[src/dcache_pkg.sv]
package dcache_pkg;

    localparam int addr_w = 32;
    localparam int data_w = 32;
    localparam int strb_w = data_w / 8;

    // 32-byte lines, 128 sets
    localparam int offset_w = 5;
    localparam int index_w = 7;
    localparam int tag_w = addr_w - index_w - offset_w;

    localparam int words_per_line = 8;
    localparam int word_sel_w = 3;
    localparam int data_addr_w = index_w + word_sel_w;

    localparam int nr_ways = 2;
    localparam int nr_sets = 1 << index_w;

    typedef struct packed {
        logic [tag_w-1:0]      tag;
        logic [index_w-1:0]    index;
        logic [word_sel_w-1:0] word;
        logic [1:0]            byte_off;
    } cache_addr_fields_t;

    // same 32 bits, seen raw or split into fields
    typedef union packed {
        logic [addr_w-1:0]  raw;
        cache_addr_fields_t fields;
    } cache_addr_u;

    typedef enum logic [1:0] {
        st_idle,
        st_writeback,
        st_refill,
        st_done
    } miss_state_e;

endpackage

[src/dcache_miss_ctrl.sv]
`timescale 1ns/1ps

module dcache_miss_ctrl (
    input  logic                               clk,
    input  logic                               rst,
    input  logic                               lk_busy,
    input  logic                               hit,
    input  logic                               lk_wr,
    input  logic [dcache_pkg::strb_w-1:0]      lk_wstrb,
    input  logic [dcache_pkg::addr_w-1:0]      lk_addr,
    input  logic [dcache_pkg::data_w-1:0]      lk_wdata,
    input  logic                               victim_way,
    input  logic                               victim_dirty,
    input  logic [dcache_pkg::tag_w-1:0]       victim_tag,
    input  logic [dcache_pkg::data_w-1:0]      victim_word,
    output logic [dcache_pkg::data_addr_w-1:0] wb_rd_addr,
    output logic                               fill_way,
    output logic [dcache_pkg::data_addr_w-1:0] fill_addr,
    output logic [dcache_pkg::strb_w-1:0]      fill_strb,
    output logic [dcache_pkg::data_w-1:0]      fill_data,
    output logic                               upd_en,
    output logic                               stall,
    output logic [dcache_pkg::data_w-1:0]      miss_rdata,
    output logic                               done,
    output logic [dcache_pkg::addr_w-1:0]      araddr,
    output logic                               arvalid,
    input  logic                               arready,
    input  logic [dcache_pkg::data_w-1:0]      rdata_bus,
    input  logic                               rlast,
    input  logic                               rvalid,
    output logic                               rready,
    output logic [dcache_pkg::addr_w-1:0]      awaddr,
    output logic                               awvalid,
    input  logic                               awready,
    output logic [dcache_pkg::data_w-1:0]      wdata_bus,
    output logic                               wlast,
    output logic                               wvalid,
    input  logic                               wready,
    input  logic                               bvalid
);
    dcache_pkg::miss_state_e state;
    dcache_pkg::cache_addr_u req_a;
    dcache_pkg::cache_addr_u wb_a;
    dcache_pkg::cache_addr_u fill_a;
    logic [dcache_pkg::data_w-1:0] line_buf [dcache_pkg::words_per_line];
    logic [dcache_pkg::word_sel_w:0] rd_cnt;
    logic [dcache_pkg::word_sel_w:0] beat_cnt;
    logic [dcache_pkg::word_sel_w-1:0] fill_cnt;
    logic beat;
    logic buf_full;

    assign req_a.raw = lk_addr;

    // line base addresses
    always_comb begin
        wb_a.raw = req_a.raw;
        wb_a.fields.tag = victim_tag;
        wb_a.fields.word = '0;
        wb_a.fields.byte_off = '0;
        fill_a.raw = req_a.raw;
        fill_a.fields.word = '0;
        fill_a.fields.byte_off = '0;
    end

    assign araddr = fill_a.raw;
    assign beat = rvalid && rready;
    // one extra count for the read latency of the bank
    assign buf_full = (rd_cnt == dcache_pkg::words_per_line + 1);
    assign wb_rd_addr = {req_a.fields.index, rd_cnt[dcache_pkg::word_sel_w-1:0]};
    assign fill_addr = {req_a.fields.index, fill_cnt};
    assign fill_strb = beat ? '1 : '0;
    assign wdata_bus = line_buf[beat_cnt[dcache_pkg::word_sel_w-1:0]];
    assign wlast = (beat_cnt == dcache_pkg::words_per_line - 1);
    assign upd_en = beat && rlast;
    assign done = (state == dcache_pkg::st_done);
    assign stall = (state == dcache_pkg::st_idle && lk_busy && !hit)
                || state == dcache_pkg::st_writeback
                || state == dcache_pkg::st_refill;

    // store bytes merged into the target word of the refill
    always_comb begin
        fill_data = rdata_bus;
        if (lk_wr && fill_cnt == req_a.fields.word) begin
            for (int b = 0; b < dcache_pkg::strb_w; b++) begin
                if (lk_wstrb[b]) begin
                    fill_data[8*b +: 8] = lk_wdata[8*b +: 8];
                end
            end
        end
    end

    always_ff @(posedge clk) begin
        if (rst) begin
            state <= dcache_pkg::st_idle;
            arvalid <= 1'b0;
            rready <= 1'b0;
            awvalid <= 1'b0;
            wvalid <= 1'b0;
            rd_cnt <= '0;
            beat_cnt <= '0;
            fill_cnt <= '0;
        end else begin
            case (state)
                dcache_pkg::st_idle: begin
                    rd_cnt <= '0;
                    beat_cnt <= '0;
                    fill_cnt <= '0;
                    if (lk_busy && !hit) begin
                        if (victim_dirty) begin
                            state <= dcache_pkg::st_writeback;
                            awvalid <= 1'b1;
                        end else begin
                            state <= dcache_pkg::st_refill;
                            arvalid <= 1'b1;
                        end
                    end
                end
                dcache_pkg::st_writeback: begin
                    if (!buf_full) begin
                        rd_cnt <= rd_cnt + 1'b1;
                    end
                    if (awvalid && awready) begin
                        awvalid <= 1'b0;
                    end
                    // data goes out once the address is taken and the line is buffered
                    if (buf_full && !awvalid && !wvalid && beat_cnt == 0) begin
                        wvalid <= 1'b1;
                    end
                    if (wvalid && wready) begin
                        beat_cnt <= beat_cnt + 1'b1;
                        if (wlast) begin
                            wvalid <= 1'b0;
                        end
                    end
                    if (bvalid && beat_cnt == dcache_pkg::words_per_line) begin
                        state <= dcache_pkg::st_refill;
                        arvalid <= 1'b1;
                    end
                end
                dcache_pkg::st_refill: begin
                    if (arvalid && arready) begin
                        arvalid <= 1'b0;
                        rready <= 1'b1;
                    end
                    if (beat) begin
                        fill_cnt <= fill_cnt + 1'b1;
                        if (rlast) begin
                            rready <= 1'b0;
                            state <= dcache_pkg::st_done;
                        end
                    end
                end
                default: begin
                    state <= dcache_pkg::st_idle;
                end
            endcase
        end
    end

    always_ff @(posedge clk) begin
        if (state == dcache_pkg::st_idle) begin
            fill_way <= victim_way;
            awaddr <= wb_a.raw;
        end
        if (state == dcache_pkg::st_writeback && rd_cnt != 0 && !buf_full) begin
            line_buf[rd_cnt[dcache_pkg::word_sel_w-1:0] - 1'b1] <= victim_word;
        end
        if (beat && fill_cnt == req_a.fields.word) begin
            miss_rdata <= fill_data;
        end
    end

endmodule

[config.mk]
export PLATFORM = sky130hd
export DESIGN_NAME = dcache_miss_ctrl
export DESIGN_NICKNAME = d
export VERILOG_FILES = /design/src/dcache_pkg.sv /design/src/dcache_miss_ctrl.sv
export SDC_FILE = /design/constraint.sdc
export NUM_CORES = 1
export LEC_CHECK = 0
export BUFFER_PORTS_ARGS = -buffer_cell sky130_fd_sc_hd__buf_2
export CAP_MARGIN = 30
export CORE_MARGIN = 10
export CORE_UTILIZATION = 57
export DETAILED_ROUTE_END_ITERATION = 12
export PLACE_DENSITY = 0.85
export RECOVER_POWER = 50
export SYNTH_ARGS = -nofsm -noshare
export SYNTH_HDL_FRONTEND = slang
export SYNTH_SLANG_ARGS = --single-unit
[constraint.sdc]
create_clock -name clk -period 13.3 [get_ports clk]
set_clock_uncertainty 0.15 [all_clocks]
set_input_delay 0.665 -clock clk [delete_from_list [all_inputs] [get_ports clk]]
set_output_delay 0.665 -clock clk [all_outputs]
set_load 0.05 [all_outputs]
# ---- Word level (Yosys, flattened, before mapping)
# Memories as Yosys holds them, arrays and structs flattened. A register that Yosys moved wholly into a read port is not among the register bits.
# Index checks and enable logic that the tools add are counted.
dict set report op_classes {
  addsub 4
  eq_ne 17
  n_mux 37
  reduce_logical 34
}
# cell count
set op_table {}
lappend op_table {{$mux W32} 1}
lappend op_table {{$mux W8} 4}
lappend op_table {{$logic_and A1 B1 Y1} 16}
lappend op_table {{$pmux W4 S2} 2}
lappend op_table {{$mux W1} 15}
lappend op_table {{$mux W4} 3}
lappend op_table {{$ne A2 B2 Y1 const B} 6}
lappend op_table {{$mux W2} 5}
lappend op_table {{$mux W3} 3}
lappend op_table {{$add A4 B1 Y4 const B} 2}
lappend op_table {{$eq A4 B4 Y1 const B} 2}
lappend op_table {{$ne A2 B1 Y1 const B} 4}
lappend op_table {{$reduce_and A4 Y1} 2}
lappend op_table {{$pmux W2 S3} 1}
lappend op_table {{$pmux W3 S2} 1}
lappend op_table {{$reduce_and A2 Y1} 3}
lappend op_table {{$reduce_and A5 Y1} 1}
lappend op_table {{$eq A2 B2 Y1 const B} 2}
lappend op_table {{$eq A4 B3 Y1 const B} 1}
lappend op_table {{$logic_not A1 Y1} 4}
lappend op_table {{$logic_not A4 Y1} 1}
lappend op_table {{$reduce_bool A2 Y1} 2}
lappend op_table {{$reduce_bool A4 Y1} 1}
lappend op_table {{$add A3 B1 Y3 const B} 1}
lappend op_table {{8 further kinds} 9}
dict set report word_totals {
  ff_bits 77
  ram_bits 256
  input_bits 165
  out_inout_bits 193
  wordCells 104
  mem_count 1
}
# name words width rd rd_ports_with_merged_regs wr line_no
set memory_table {}
lappend memory_table {line_buf 8 32 1 1 1 dcache_miss_ctrl.sv:45} ;# logic [dcache_pkg::data_w-1:0] line_buf [dcache_pkg::words_per_line];

# ---- Logic depth before layout (Yosys ltp)
dict set report logic_depth {
  word_depth 7
  ltp_mapped 7
  mapped_depth_nobuf 6
}

# ---- Worst setup path before layout
# Ideal clock, no wire load.
dict set report synth_timing {
  kind {reg2reg}
  from {register fill_cnt[1] in the netlist's numbering}
  to {register miss_rdata[0] in the netlist's numbering, enable pin}
  setup_time_ps 502
  arrival_time_ps 4020
  required_time_ps 12648
  setup_slack_ps 8628
  path_stages_with_launch 3
  path_buffers 0
  synth_period_minus_slack_ps 4672
  path_cell_list {dfxtp_1 xor2_1 nor4_1}
}
dict set report synth_between {
  elab_chain_cells 2
}
# element line_no
set synth_rtl {}
lappend synth_rtl {{start: declaration} dcache_miss_ctrl.sv:48} ;# logic [dcache_pkg::word_sel_w-1:0] fill_cnt;
lappend synth_rtl {{start signal: assignment} dcache_miss_ctrl.sv:146} ;# fill_cnt <= fill_cnt + 1'b1;
lappend synth_rtl {{$eq A3 B3 Y1} dcache_miss_ctrl.sv:168} ;# if (beat && fill_cnt == req_a.fields.word) begin
lappend synth_rtl {{$logic_and A1 B1 Y1} dcache_miss_ctrl.sv:168}
lappend synth_rtl {{end signal: assignment} dcache_miss_ctrl.sv:169} ;# miss_rdata <= fill_data;
lappend synth_rtl {{end: declaration} dcache_miss_ctrl.sv:23} ;# output logic [dcache_pkg::data_w-1:0] miss_rdata,
# Every way passes these cells.
# A chain may end at the register's enable or synchronous reset.

==> flow_summary.json <==
{
  "yosysSeqAreaShare_pct": 72.51,
  "start_util_pct": 57.93,
  "cts_tree": "built",
  "critPathMaxFanout": 47,
  "worstPathRequired_ps": 12480,
  "pre_cts_slack_ps": 9734,
  "synth.avg_cell_area_um2": 20.03,
  "postCtsSetupRepairBufs": 0,
  "layout_setup_ws_ps": 9470,
  "cts_buffers": 34,
  "clk_latency_ps": 510,
  "slew_headroom_pct": -21.76,
  "yosys_register_bits": 336,
  "cp-start-kind": "flip-flop",
  "nets": 1132,
  "die_w_um": 174.7,
  "syn_to_final_growth_pct": 18.15,
  "cp-end-kind": "primary output",
  "hold_path_class": "input pin to flip-flop",
  "synth-edff-count": 316,
  "io_buffers": 305,
  "ys_warn_count": 0,
  "drive_gt1_share_pct": 38.84,
  "wl_per_cell_um": 25.00,
  "drt_iter0_markers": 534,
  "crit_arrival_ps": 3010,
  "synth_cell_types": 45,
  "syn_inst": 681,
  "syn_area_um2": 13640,
  "r2r_start": "state[1]",
  "ant_nets": 0,
  "outcome": "finished, violations left",
  "gr-total-overflow": 0,
  "synthArstFlopShare_pct": 0,
  "setup_viol": 0,
  "finalCriticalPeriod_ps": 3830,
  "final_hold_viol_count": 0,
  "die-area_um2": 30520,
  "dr.pass1.iters": 7,
  "grt_max_degree": 65,
  "clock_path_buffers": 3,
  "path_clk_slew_ps": 60,
  "finalCritPeriodShare_pct": 28.80,
  "dp_hpwl_um": 22000,
  "total_power_mw": 2.498,
  "grt_pass1_wl_um": 48330,
  "grt.total_usage_pct": 20.75,
  "powerDensity_nw_per_um2": 155.0,
  "drv_slew": 70,
  "clock_sinks": 336,
  "setup_tns_ps": 0,
  "cts_resized": 0,
  "row_count": 56,
  "clock-root-buffer": "clkbuf_16",
  "rsz0062_at_grt": "no",
  "violations": "capacitance limit, slew limit",
  "hold_buffers": 0,
  "die_h_um": 174.7,
  "multi_input_area_um2": 3183,
  "ir_worst_vdd_uv": 147.9,
  "ff_latch_area_um2": 9896,
  "p_leak_nw": 5.667,
  "ios": 358,
  "maxCapViolations": 2,
  "synthFlopType": "edfxtp_1",
  "htreeDepth": 2,
  "vias_per_cell": 5.619,
  "core_area_um2": 23540,
  "routed_wirelength_um": 32580,
  "place_congestion": 0.8996,
  "fmax_mhz": 261.1,
  "min_from": "victim_tag[16]",
  "via_count": 7321,
  "post-route-drc-count": 0,
  "stdcell_count": 1303,
  "antenna_found_initial": 5,
  "critPathKind": "flip-flop to primary output",
  "worst_slew_pin_slew_ps": 1826,
  "dp_cells": 1240,
  "n_fill_cell": 1572,
  "grt_pass1_vias": 7849
}
power breakdown:
group,switching [mW],internal (mW)
registers,0.0176,1.22
clock network,0.385,0.518
logic,0.294,0.0677
total,0.696,1.80
Yosys cell counts, drive strengths merged, types with 2 or more instances:
library cell,n,area (um^2)
edfxtp,316,9489
buf,81,593.1
mux2,68,765.7
mux4,64,1592
dfxtp,20,400.4
nor2,16,60.06
a21oi,11,55.05
inv,11,41.29
nand3,11,55.05
ha,10,125.1
nand2,9,33.78
nor3,7,35.03
and3,6,37.54
clkbuf,6,22.52
o21ai,5,25.02
nand2b,4,25.02
nor2b,4,25.02
xor2,4,35.03
a211oi,2,15.01
a41oi,2,17.52
nand3b,2,15.01
nand4b,2,17.52
o31ai,2,15.01
cells in the final DEF (no fill, tap or decap), drive strengths merged, types with 2 or more instances in the layout:
cell type / instances
o31ai: 2
a41oi: 2
a21oi: 11
mux2: 68
mux4: 64
ha: 10
nand3b: 2
nor2: 16
nand2b: 4
a211oi: 2
dfxtp: 20
nor2b: 4
edfxtp: 316
nand2: 9
inv: 13
nand3: 11
nand4b: 2
nor3: 7
buf: 231
o21ai: 5
xor2: 4
conb: 10
and3: 6
clkbuf: 130
clkinv: 14
diode: 3
kinds of logic (layout without fill, tap and decap cells):
kind of cell / Yosys count / count (layout) / synth area share, %
adder cells (fa/ha/maj): 10 / 10 / 0.9173
AND/OR/NAND/NOR: 67 / 67 / 2.569
other: 1 / 13 / 0.02749
multiplexers: 133 / 133 / 17.36
buffers and inverters: 98 / 389 / 4.816
XOR/XNOR: 5 / 5 / 0.3211
AO/OA/AOI/OAI: 31 / 31 / 1.486
flip-flops: 336 / 336 / 72.51
worst max-delay path: stages, from the launching register on:
cell     delay (ps)
dfxtp_4         560
buf_4           720
mux4_1          650
mux2_2          310
buf_2           220
per-stage QoR:
step | hold WS [ps] | instance area, um^2 | util [%]
floorplan | 337.7 | 13670 | -
global placement | 353.8 | 15140 | 64.29
detailed placement | 363.8 | 15160 | 64.38
CTS | 153.0 | 16220 | 68.90
global route | 153.6 | 16120 | 68.45
finish | 174.3 | 16120 | 68.45
registers in the layout (all words and copies together) (netlist names), 2 cells and up, named ones only:
| register | count |
|---|---|
| line_buf | 256 |
| miss_rdata | 32 |
| awaddr | 27 |
| beat_cnt | 4 |
| rd_cnt | 4 |
| fill_cnt | 3 |
| state | 2 |
final cells by class:
| type | count | area share, % |
|---|---|---|
| multi-input cells | 256 | 19.75 |
| repair buffers | 318 | 9.449 |
| clock buffers | 43 | 5.745 |
| diodes | 3 | 0.04658 |
| inverters | 11 | 0.2562 |
| well taps | 319 | 2.477 |
| clock inverters | 17 | 0.8696 |
| flip-flops and latches | 336 | 61.41 |
layer usage:
| metal | up-vias | share of wire, % | global-route usage, % |
|---|---|---|---|
| met2 | 340 | 53 | 35.82 |
| met5 | - | 0.043 | 0 |
| met4 | 4 | 2.9 | 7.489 |
| li1 | 3255 | - | - |
| met1 | 3650 | 35 | 23.28 |
| met3 | 72 | 9.1 | 7.437 |
final timing paths:
check / depth (start not counted) / slack [ps] / end
setup / recovery: 4 / 9470 / wdata_bus[5]
hold / removal: 1 / 170 / awaddr[28]
setup reg to reg: 7 / 10170 / flip-flop
hold reg to reg: 2 / 380 / state[0]
Note: power is estimated with default switching activity, not from simulation.
