===== src/dcache_pkg.sv =====
package dcache_pkg;

    localparam int addr_w = 32;
    localparam int data_w = 32;
    localparam int strb_w = data_w / 8;

    // 32-byte lines, 128 sets
    localparam int offset_w = 5;
    localparam int index_w = 7;
    localparam int tag_w = addr_w - index_w - offset_w;

    localparam int words_per_line = 8;
    localparam int word_sel_w = 3;
    localparam int data_addr_w = index_w + word_sel_w;

    localparam int nr_ways = 2;
    localparam int nr_sets = 1 << index_w;

    typedef struct packed {
        logic [tag_w-1:0]      tag;
        logic [index_w-1:0]    index;
        logic [word_sel_w-1:0] word;
        logic [1:0]            byte_off;
    } cache_addr_fields_t;

    // same 32 bits, seen raw or split into fields
    typedef union packed {
        logic [addr_w-1:0]  raw;
        cache_addr_fields_t fields;
    } cache_addr_u;

    typedef enum logic [1:0] {
        st_idle,
        st_writeback,
        st_refill,
        st_done
    } miss_state_e;

endpackage


===== src/dcache_lookup.sv =====
`timescale 1ns/1ps

module dcache_lookup (
    input  logic                                                    clk,
    input  logic                                                    rst,
    input  logic                                                    accept,
    input  logic                                                    wr,
    input  logic [dcache_pkg::strb_w-1:0]                           wstrb,
    input  logic [dcache_pkg::addr_w-1:0]                           addr,
    input  logic [dcache_pkg::data_w-1:0]                           wdata,
    input  logic                                                    hold,
    input  logic [dcache_pkg::nr_ways-1:0][dcache_pkg::tag_w-1:0]  tag_in,
    input  logic [dcache_pkg::nr_ways-1:0]                          valid_in,
    input  logic [dcache_pkg::nr_ways-1:0][dcache_pkg::data_w-1:0] word_in,
    output logic                                                    hit,
    output logic                                                    hit_way,
    output logic [dcache_pkg::data_w-1:0]                           load_data,
    output logic                                                    lk_wr,
    output logic [dcache_pkg::strb_w-1:0]                           lk_wstrb,
    output logic [dcache_pkg::addr_w-1:0]                           lk_addr,
    output logic [dcache_pkg::data_w-1:0]                           lk_wdata,
    output logic                                                    lk_busy
);
    dcache_pkg::cache_addr_u lk_a;
    logic [dcache_pkg::nr_ways-1:0] way_hit;

    always_ff @(posedge clk) begin
        if (rst) begin
            lk_busy <= 1'b0;
        end else if (accept) begin
            lk_busy <= 1'b1;
        end else if (!hold) begin
            lk_busy <= 1'b0;
        end
    end

    // request stays put while a miss is served
    always_ff @(posedge clk) begin
        if (accept) begin
            lk_wr <= wr;
            lk_wstrb <= wstrb;
            lk_addr <= addr;
            lk_wdata <= wdata;
        end
    end

    assign lk_a.raw = lk_addr;

    always_comb begin
        for (int w = 0; w < dcache_pkg::nr_ways; w++) begin
            way_hit[w] = valid_in[w] && (tag_in[w] == lk_a.fields.tag);
        end
    end

    assign hit = lk_busy && |way_hit;
    assign hit_way = way_hit[1];
    assign load_data = word_in[hit_way];

endmodule


===== config.mk =====
export PLATFORM = sky130hd
export DESIGN_NAME = dcache_lookup
export DESIGN_NICKNAME = d
export VERILOG_FILES = /design/src/dcache_pkg.sv /design/src/dcache_lookup.sv
export SDC_FILE = /design/constraint.sdc
export NUM_CORES = 1
export LEC_CHECK = 0
export BUFFER_PORTS_ARGS = -buffer_cell sky130_fd_sc_hd__buf_2
export CAP_MARGIN = 20
export CORE_AREA = 5 5 105 107
export CTS_BUF_LIST = sky130_fd_sc_hd__clkbuf_2
export CTS_CLUSTER_DIAMETER = 50
export DETAILED_ROUTE_END_ITERATION = 10
export DIE_AREA = 0 0 110 112
export GPL_TIMING_DRIVEN = 1
export PLACE_DENSITY = 0.69
export SKIP_CTS_REPAIR_TIMING = 1
export SYNTH_ARGS = -nofsm -noshare
export SYNTH_HDL_FRONTEND = slang
export SYNTH_SLANG_ARGS = --single-unit

===== constraint.sdc =====
create_clock -name clk -period 2.9 [get_ports clk]
set_clock_uncertainty 0.2 [all_clocks]
set_input_delay 0.435 -clock clk [delete_from_list [all_inputs] [get_ports clk]]
set_output_delay 0.435 -clock clk [all_outputs]
set_load 0.005 [all_outputs]

### After elaboration in Yosys (flattened, before gate mapping)

Cells that the tools add are included.

* bits in registers: 70
* word-level logic and storage cells: 17

* magnitude comparators: 1
* eq/ne operators: 3
* multiplexer cells: 4
* reductions and logical operators: 4

Operators with widths (count)
* $mux W32: 2
* $eq A20 B20 Y1: 2
* $logic_and A1 B1 Y1: 3
* $lt A1 B2 Y1 const B: 1
* $mux W1: 2
* $ne A2 B2 Y1 const B: 1
* $reduce_or A2 Y1: 1

### Longest topological paths before layout

Gate-level depths: netlist of run 1.

* depth after elaboration: 4
* mapped depth: 6
* mapped depth without buffers: 5

### Worst setup path after synthesis of run 1

Ideal clock, no wire load.

* path kind: register to output
* start point: register lk_addr[14] (netlist bit)
* end point: output port load_data[0] (netlist bit)
* arrival time: 1.773 ns
* path slack: 0.492 ns
* cell stages (with the launch flop): 7
* buffers on the path: 1
* cells stage by stage: edfxtp_1 > xor2_1 > or2_1 > nor3b_1 > nand4b_2 > buf_6 > mux2_4

* cells in the longest elaborated chain, start to end: 4

RTL lines
* from (decl): RTL line dcache_lookup.sv:20 `output logic [dcache_pkg::addr_w-1:0] lk_addr,`
* from (signal assigned): RTL line dcache_lookup.sv:42 `lk_addr <= addr;`
* $eq A20 B20 Y1: RTL line dcache_lookup.sv:51 `way_hit[w] = valid_in[w] && (tag_in[w] == lk_a.fields.tag);`
* $logic_and A1 B1 Y1: RTL line dcache_lookup.sv:51
* $mux W32 (implied by the code) (2 in a row): RTL line dcache_lookup.sv:57 `assign load_data = word_in[hit_way];`
* to (decl): RTL line dcache_lookup.sv:17 `output logic [dcache_pkg::data_w-1:0] load_data,`

Every way passes these cells. The select of a mux whose other input is x is not followed.

### Final worst setup path of run 1

* start point: register lk_addr[29] (netlist bit)
* end point: output port load_data[5] (netlist bit)

Same word-level chain as after synthesis.

==> flow_summary.ini, run 1 <==
[run_status]
status = finished, violations left
violations = negative setup slack

[timing]
period_needed_ns = 3.22
max_freq_mhz = 310
slew_viol_final = 0
hold_violations = 0
finalCritPeriodShare_pct = 111
fin_setup_tns_ns = -9.70
worst_slew_pin_slew_ns = 0.503
setup-violations-final = 33
layout_setup_ws_ns = -0.322
rsz0062_at_grt = yes
slew_headroom_pct = 66.4

[worst_setup_path]
r2r-start = lk_busy
end_kind = output port
worstSetupStartpointType = flip-flop
reg2reg_slack_ns = 1.53
critPathMaxFanout = 32
reg2reg_to = lk_busy
r2r_cells = 3
crit_arrival_ns = 2.59
crit_type = reg2out
cp.required_ns = 2.27

[cts]
clock_latency_ns = 0.52
root_buffer = clkbuf_2
cts_tree = built
cts.clk_slew.worst_paths_ns = 0.23
cts_buffer_depth = 2
cts-htree-levels = 3
cts.sinks = 70
cts_buffers = 9

[power_and_ir_drop]
switching_share_pct = 26.8
p_seq_share_pct = 52.5
p_per_area_nw_per_um2 = 402
p_leak_nw = 2.79
vdd_drop_max_mv = 0.339
total_power_w = 0.00237
switching_power_w = 0.000636
internal_power_w = 0.00173
p_comb_share_pct = 23.0
p_clk_share_pct = 24.5

[drt]
ant_nets = 0
first_pass_iters = 4
wl_met1_um = 4120
first_iter_violations = 160
drc = 0
route.met2.wl_um = 7130
via_per_inst = 4.48
top_layer = met4
wl_met3_um = 1590
routedWlPerCell_um = 19.0
routed-via-count = 3075
routed_wl_um = 13100

[yosys]
synth_top_cell_area_share_pct = 66.5
synth_area_leaders = edfxtp_1 (66%), mux2_4 (14%), xnor2_1 (7.9%)
yosysUniqueCellTypes = 18
synthAdderAreaFrac_pct = 0
synth_cells = 170
syn-num-nets = 349
synth_seq_area_share_pct = 67.1
yosys.area_share.simple_pct = 5.02
ys_ff_latch = 70
synth_top_cell_by_area = edfxtp_1
synth_compound_area_share_pct = 0.401
syn-cell-area_um2 = 3120
synth.area.mux_share_pct = 15.2
syn_area_per_cell_um2 = 18.3
synth_warnings = 0
synth-xor-area-share_pct = 11.2
synth_top_family_by_area = multiplexers

[finish]
multi_input_area_um2 = 1090
fin_nets = 724
regArea_um2 = 2090
n_fill_cell = 793
drive_gt1_share_pct = 65.1
area_growth_pct = 89.0
antenna_cells = 0

[hold_path]
hold_depth = 2
hp-start = accept
min_to = lk_addr[25]
hold_class = in2reg

[floorplan]
dieArea_um2 = 12300
die_y_um = 112
pin_count = 283
coreArea_um2 = 10000
die_x_um = 110
start_util_pct = 31.0
rows = 37

[global_routing]
grt_overflow_total = 0
grt_max_degree = 42
grt_pass1_vias = 2906
track_usage_pct = 16.7
grt_pass1_wl_um = 15100
antenna_found_initial = 0

[placement]
place_ws_ns = 0.107
port_buffers = 282
gp_congestion = 0.769
place_hpwl_um = 9370

[job]
drv_cap = 0
[power by group through the flow]
stage | Clock (W) | Combinational [W] | Sequential [W]
after floorplan | 0 | 0.000110 | 0.00127
after global placement | 0 | 0.000403 | 0.00126
after detailed placement | 0 | 0.000410 | 0.00126
after CTS | 0.000596 | 0.000411 | 0.00124
after global routing | 0.000651 | 0.000588 | 0.00125
final | 0.000581 | 0.000544 | 0.00125
[sequential cells by signal (all words and copies together), names as in the netlist]
| register | count |
|---|---|
| lk_wr | 1 |
| lk_addr | 32 |
| lk_wstrb | 4 |
| lk_busy | 1 |
| lk_wdata | 32 |
[cell usage after synthesis]
| library cell | count |
|---|---|
| edfxtp_1 | 69 |
| mux2_4 | 30 |
| xnor2_1 | 28 |
| xor2_1 | 12 |
| nand4_1 | 9 |
| nor4_1 | 5 |
| buf_6 | 3 |
| nand3_1 | 3 |
| mux2_2 | 2 |
| a21oi_1 | 1 |
| and4_1 | 1 |
| dfxtp_1 | 1 |
| nand4b_2 | 1 |
| nor2_1 | 1 |
| nor3b_1 | 1 |
| nor4_2 | 1 |
| o21a_1 | 1 |
| or2_1 | 1 |
[stage by stage]
step | util [%] | instances | hold slack, ns | instance area (um2)
global route | 58.7 | 686 | 0.202 | 5890
detailed placement | 47.2 | 594 | 0.312 | 4750
global placement | 47.2 | 594 | 0.294 | 4750
finish | 58.7 | 686 | 0.268 | 5890
floorplan | - | 170 | 0.298 | 3120
CTS | 48.4 | 610 | -0.220 | 4860
[area by class of cell]
class	count	area share, %
Timing Repair Buffer	367	41.1
Sequential cell	70	35.5
Tap cell	136	2.89
Clock buffer	9	0.764
Multi-Input combinational cell	97	18.5
Clock inverter	7	1.25
[critical path, stage by stage (launching register included)]
cell and delay [ns]:
edfxtp_1 0.52, xor2_1 0.23, or2_1 0.22, nor3b_1 0.25
nand4b_2 0.16, buf_12 0.22, mux2_4 0.34, buf_6 0.12
[how the worst max path moves through the flow]
stage | start | endpoint | slack (ns) | depth (start not counted)
6_report | lk_addr[29] | load_data[5] | -0.32 | 7
5_1_grt | lk_addr[30] | load_data[5] | -0.51 | 8
4_1_cts | lk_addr[20] | load_data[27] | -0.47 | 8
3_5_place_dp | tag_in[30] | load_data[27] | 0.11 | 8
3_3_place_gp | tag_in[6] | hit | 0.06 | 8
2_1_floorplan | lk_addr[14] | load_data[0] | 0.49 | 6
[layout by cell type, fill, tap and decap left out, drive strengths merged, types with 2 or more instances in the layout]
cell type	instances
clkbuf	9
mux2	32
buf	296
xnor2	28
clkinv	2
edfxtp	69
nand3	3
dlygate4sd3	71
nor4	6
xor2	12
nand4	9
clkinvlp	3
[routing by layer]
| metal | vias up | track usage (%) |
|---|---|---|
| li1 | 1405 | - |
| met1 | 1452 | 14.6 |
| met2 | 197 | 32.2 |
| met3 | 21 | 8.99 |
| met4 | 0 | 4.24 |
| met5 | - | 0 |
[cell families after synthesis]
kind of cell | after synthesis
mux | 32
compound gates | 2
simple gates | 23
flops | 70
xor+xnor | 40
buf+inv | 3
(Power assumes the default switching activity.)
==> inputs of run 2 (changes only) <==
==> constraint.sdc (replaced) <==
create_clock -name clk -period 2.9 [get_ports clk]
set_clock_uncertainty 0.2 [all_clocks]
set_input_delay 0.145 -clock clk [delete_from_list [all_inputs] [get_ports clk]]
set_output_delay 0.145 -clock clk [all_outputs]
set_load 0.005 [all_outputs]
==> run 2 against run 1 <==
The run still ends with negative setup slack left. Fmax rose by 11%. Combinational power fell by 1%. Wire length rose by 2.3%. Sequential power barely moved. Power fell by 3.4%. Utilization fell by 0.40 points. Register-to-register slack barely moved. Critical path depth did not move. Critical endpoint is now load_data[13]. Largest cell class unchanged.
==> flow_summary.ini, run 2 (synthesized netlist as in run 1, its figures left out) <==
[run_status]
status = finished, violations left
violations = negative setup slack

[finish]
reg_top3 = lk_addr: 32 flops, lk_wdata: 32 flops, lk_wstrb: 4 flops
final_common_cell = buf_2
utilization_pct = 58.3
final_cell_mix = buf_2 (252), dlygate4sd3_1 (73), edfxtp_1 (69)
area_growth_pct = 87.8
drive_gt1_share_pct = 64.6
fin_nets = 719
instances_no_fill = 683
n_fill_cell = 781

[worst_setup_path]
reg2reg_slack_ns = 1.53
worst_path_max_delay_cell = edfxtp_1
crit_buf_inv = 2
crit_arrival_ns = 2.56
crit_type = reg2out
path_delay_family = simple AND/OR/NAND/NOR gates
cp-endpoint = load_data[13]
critPathMaxFanout = 32
worstSetupPathDepth = 7
startpoint = lk_addr[26]
worstSetupStartpointType = flip-flop
reg2reg_to = lk_busy
cp.required_ns = 2.56
r2r-start = lk_busy
r2r_cells = 3
cpPeakStageDelay_ns = 0.52
crit_chain = xnor2_2, nand4_1, nor4_2, nand4b_2, buf_12, mux2_4, buf_6
end_kind = output port

[placement]
gp_congestion = 0.757
port_buffers = 282
place_hpwl_um = 9430
place_ws_ns = 0.381
place_inst = 588

[timing]
slew_viol_final = 0
rsz0062_at_grt = yes
slew_headroom_pct = 51.5
finalCritPeriodShare_pct = 100
worst_slew_pin_slew_ns = 0.727
hold_violations = 0
hold_ws_ns = 0.0645
max_freq_mhz = 345
setup-violations-final = 4
period_needed_ns = 2.90
layout_setup_ws_ns = -0.00144

[floorplan]
coreArea_um2 = 10000
die_x_um = 110
die_y_um = 112
rows = 37
dieArea_um2 = 12300
start_util_pct = 31.0
pin_count = 283

[drt]
routed_wl_um = 13400
first_iter_violations = 127
drc = 0
routed-via-count = 3014
via_per_inst = 4.41
routedWlPerCell_um = 19.6
first_pass_iters = 4
ant_nets = 0

[power_and_ir_drop]
switching_power_w = 0.000640
p_per_area_nw_per_um2 = 391
p_leak_nw = 2.76
vdd_drop_max_mv = 0.371
internal_power_w = 0.00165
p_seq_share_pct = 54.4
p_clk_share_pct = 22.2
p_comb_share_pct = 23.4
switching_share_pct = 27.9
total_power_w = 0.00229

[cts]
clock_latency_ns = 0.56
cts-htree-levels = 3
cts.clk_slew.worst_paths_ns = 0.26
cts.sinks = 70
cts_buffer_depth = 2
root_buffer = clkbuf_2
cts_tree = built
cts_buffers = 9

[global_routing]
grt_pass1_wl_um = 15200
antenna_found_initial = 2
grt_overflow_total = 0
grt_max_degree = 43
track_usage_pct = 17.2
grt_pass1_vias = 2792

[hold_path]
hold_class = in2reg

[job]
drv_cap = 0
[run 2: cell types whose count changed in the layout (fill, tap and decap cells not counted), moves of 2 or more]
cell	delta
buf_4	-8
diode_2	+2
dlygate4sd3_1	+2
xnor2_1	-2
xnor2_2	+2
[run 2: worst reg2reg max path, delay by kind of cell, from the launching register on]
| family | cells | cell delay, ns |
|---|---|---|
| compound gates | 1 | 0.12 |
| simple gates | 1 | 0.05 |
| buf+inv | 1 | 0.54 |
| flops | 1 | 0.38 |
[run 2: final cells by class]
type,instances,area [um2],area share (%)
flip-flops and latches,70,2090,35.7
well taps,136,170,2.91
diodes,2,5.00,0.0855
multi-input cells,97,1080,18.5
clock buffers,10,50.0,0.855
repair buffers,362,2410,41.1
clock inverters,6,46.3,0.791
[run 2: per-layer routing]
| layer | up-vias | GRT usage (%) | wire (um) |
|---|---|---|---|
| met5 | - | 0 | 13 |
| met4 | 2 | 5.40 | 340 |
| met3 | 26 | 8.06 | 1530 |
| met2 | 193 | 32.6 | 7430 |
| met1 | 1400 | 15.6 | 4040 |
| li1 | 1393 | - | - |
[run 2: through the flow]
step           TNS [ns]  cell area [um2]
2_1_floorplan         0             3120
3_3_place_gp          0             4700
3_5_place_dp          0             4700
4_1_cts           -7.22             4800
5_1_grt           -4.89             5850
6_report       -0.00303             5850
[run 2: power groups by stage]
stage               combinational [W]  sequential, W  clock (W)
CTS                          0.000405        0.00124   0.000522
finish                       0.000537        0.00125   0.000508
global route                 0.000577        0.00125   0.000576
detailed placement           0.000404        0.00126          0
global placement             0.000397        0.00126          0
floorplan                    0.000110        0.00127          0
[run 2: worst min path at each step]
stage / start / endpoint / cells after the start
final: addr[27] / lk_addr[27] / 2
after global routing: addr[27] / lk_addr[27] / 2
after CTS: rst / lk_busy / 2
after detailed placement: rst / lk_busy / 2
after global placement: rst / lk_busy / 2
after floorplan: rst / lk_busy / 1
==> inputs of run 3 (changes only) <==
- clock period: 2.9 -> 3.3 ns (I/O delays scaled with it)
==> run 3 against run 2 <==
The run now ends clean. Non-clock buffer count decreased by 6. Highest routed layer is now met4. Utilization decreased by 3.0 points. Worst hold slack improved by 0.099 ns. Clock power increased by 12%. Critical path type unchanged. Largest power group unchanged. Clock-buffer cell count decreased by 1. Power decreased by 9.2%. Cell area decreased by 5.2%. Largest cell class unchanged. Sequential share of layout area increased by 2.0 points. Sequential power decreased by 13%.
==> flow_summary.ini, run 3 (synthesized netlist as in run 1, its figures left out) <==
[finish]
fin_nets = 713
area_growth_pct = 78.0
final_cell_mix = buf_2 (282), dlygate4sd3_1 (72), edfxtp_1 (69)
drive_gt1_share_pct = 61.6
n_fill_cell = 835
reg_top3 = lk_addr: 32 flops, lk_wdata: 32 flops, lk_wstrb: 4 flops
final_common_cell = buf_2

[floorplan]
start_util_pct = 31.0
rows = 37
dieArea_um2 = 12300
coreArea_um2 = 10000
die_y_um = 112
die_x_um = 110
pin_count = 283

[cts]
cts.sinks = 70
cts-htree-levels = 3
root_buffer = clkbuf_2
cts_buffer_depth = 2
cts_buffers = 9
clock_latency_ns = 0.49
cts.clk_slew.worst_paths_ns = 0.23
cts_tree = built

[power_and_ir_drop]
switching_share_pct = 25.3
p_clk_share_pct = 27.3
p_seq_share_pct = 52.5
p_comb_share_pct = 20.2
p_per_area_nw_per_um2 = 375
p_leak_nw = 2.63
total_power_w = 0.00208
vdd_drop_max_mv = 0.308
internal_power_w = 0.00155
switching_power_w = 0.000526

[drt]
routed_wl_um = 12600
drc = 0
first_pass_iters = 6
via_per_inst = 4.31
routedWlPerCell_um = 18.6
ant_nets = 0
first_iter_violations = 138
routed-via-count = 2915

[worst_setup_path]
worstSetupStartpointType = flip-flop
crit_type = reg2out
cp.required_ns = 2.93
critPathMaxFanout = 32
end_kind = output port
crit_arrival_ns = 2.69

[global_routing]
antenna_found_initial = 0
track_usage_pct = 17.2
grt_max_degree = 64
grt_overflow_total = 0
grt_pass1_wl_um = 15400
grt_pass1_vias = 2926

[job]
drv_cap = 0

[placement]
place_hpwl_um = 9460
gp_congestion = 0.774
port_buffers = 282

[timing]
setup-violations-final = 0
fin_setup_tns_ns = 0
max_freq_mhz = 328
slew_headroom_pct = 63.4
slew_viol_final = 0
finalCritPeriodShare_pct = 92.5
worst_slew_pin_slew_ns = 0.550
period_needed_ns = 3.05
rsz0062_at_grt = no
hold_violations = 0

[hold_path]
hold_class = in2reg

[run_status]
status = finished, final reports clean
## run 3: cell types whose count changed in the layout (fill, tap and decap cells not counted), moves of 2 or more
cell,previous run,this run
buf_2,252,282
buf_4,5,1
buf_6,30,0
bufinv_16,0,2
clkinv_1,0,2
nor4_1,2,5
nor4_2,4,1
xnor2_1,19,28
xnor2_2,9,0
## run 3: cell type report
cell class                      count  area [um2]  area share [%]
Clock buffer                        9        45.0           0.812
Multi-Input combinational cell     97         992            17.9
Antenna cell                        1        2.50          0.0451
Clock inverter                      7        88.8            1.60
Timing Repair Buffer              356        2160            38.9
Tap cell                          136         170            3.07
Sequential cell                    70        2090            37.7
## run 3: power groups by stage
stage                     combinational, W  sequential [W]  clock (W)
after global routing              0.000458         0.00110   0.000631
after global placement            0.000349         0.00111          0
after floorplan                  0.0000967         0.00112          0
final                             0.000420         0.00109   0.000568
after CTS                         0.000356         0.00109   0.000582
after detailed placement          0.000355         0.00111          0
## run 3: per-stage QoR
step	setup slack, ns	std cells	hold slack (ns)	cell area, um2	utilization, %
final	0.248	676	0.164	5550	55.2
after floorplan	1.16	170	0.0374	3120	-
after CTS	0.157	603	-0.498	4830	48.1
after global placement	0.796	587	0.127	4690	46.7
after detailed placement	0.757	587	0.136	4690	46.7
after global routing	0.0501	675	0.0679	5550	55.2
## run 3: critical path, cell delays in order, from the launching register on
cell	delay (ns)
edfxtp_1	0.51
xor2_1	0.37
or2_1	0.15
nor3b_1	0.05
nand4b_2	0.09
buf_4	0.47
mux2_2	0.40
buf_2	0.13
## run 3: final timing paths
kind / startpoint / endpoint / slack [ns] / cells past startpoint
max: lk_addr[29] / load_data[31] / 0.25 / 7
max reg2reg: lk_busy / lk_busy / 1.94 / 3
min: wdata[22] / lk_wdata[22] / 0.16 / 2
min reg2reg: lk_busy / lk_busy / 0.89 / 3
## run 3: metal layers
layer / up-vias / GRT usage (%) / part of all wire (%)
li1: 1383 / - / -
met2: 186 / 33.9 / 56
met3: 13 / 9.74 / 13
met5: - / 0 / 0
met1: 1333 / 14.2 / 31
met4: 0 / 4.07 / 1.1
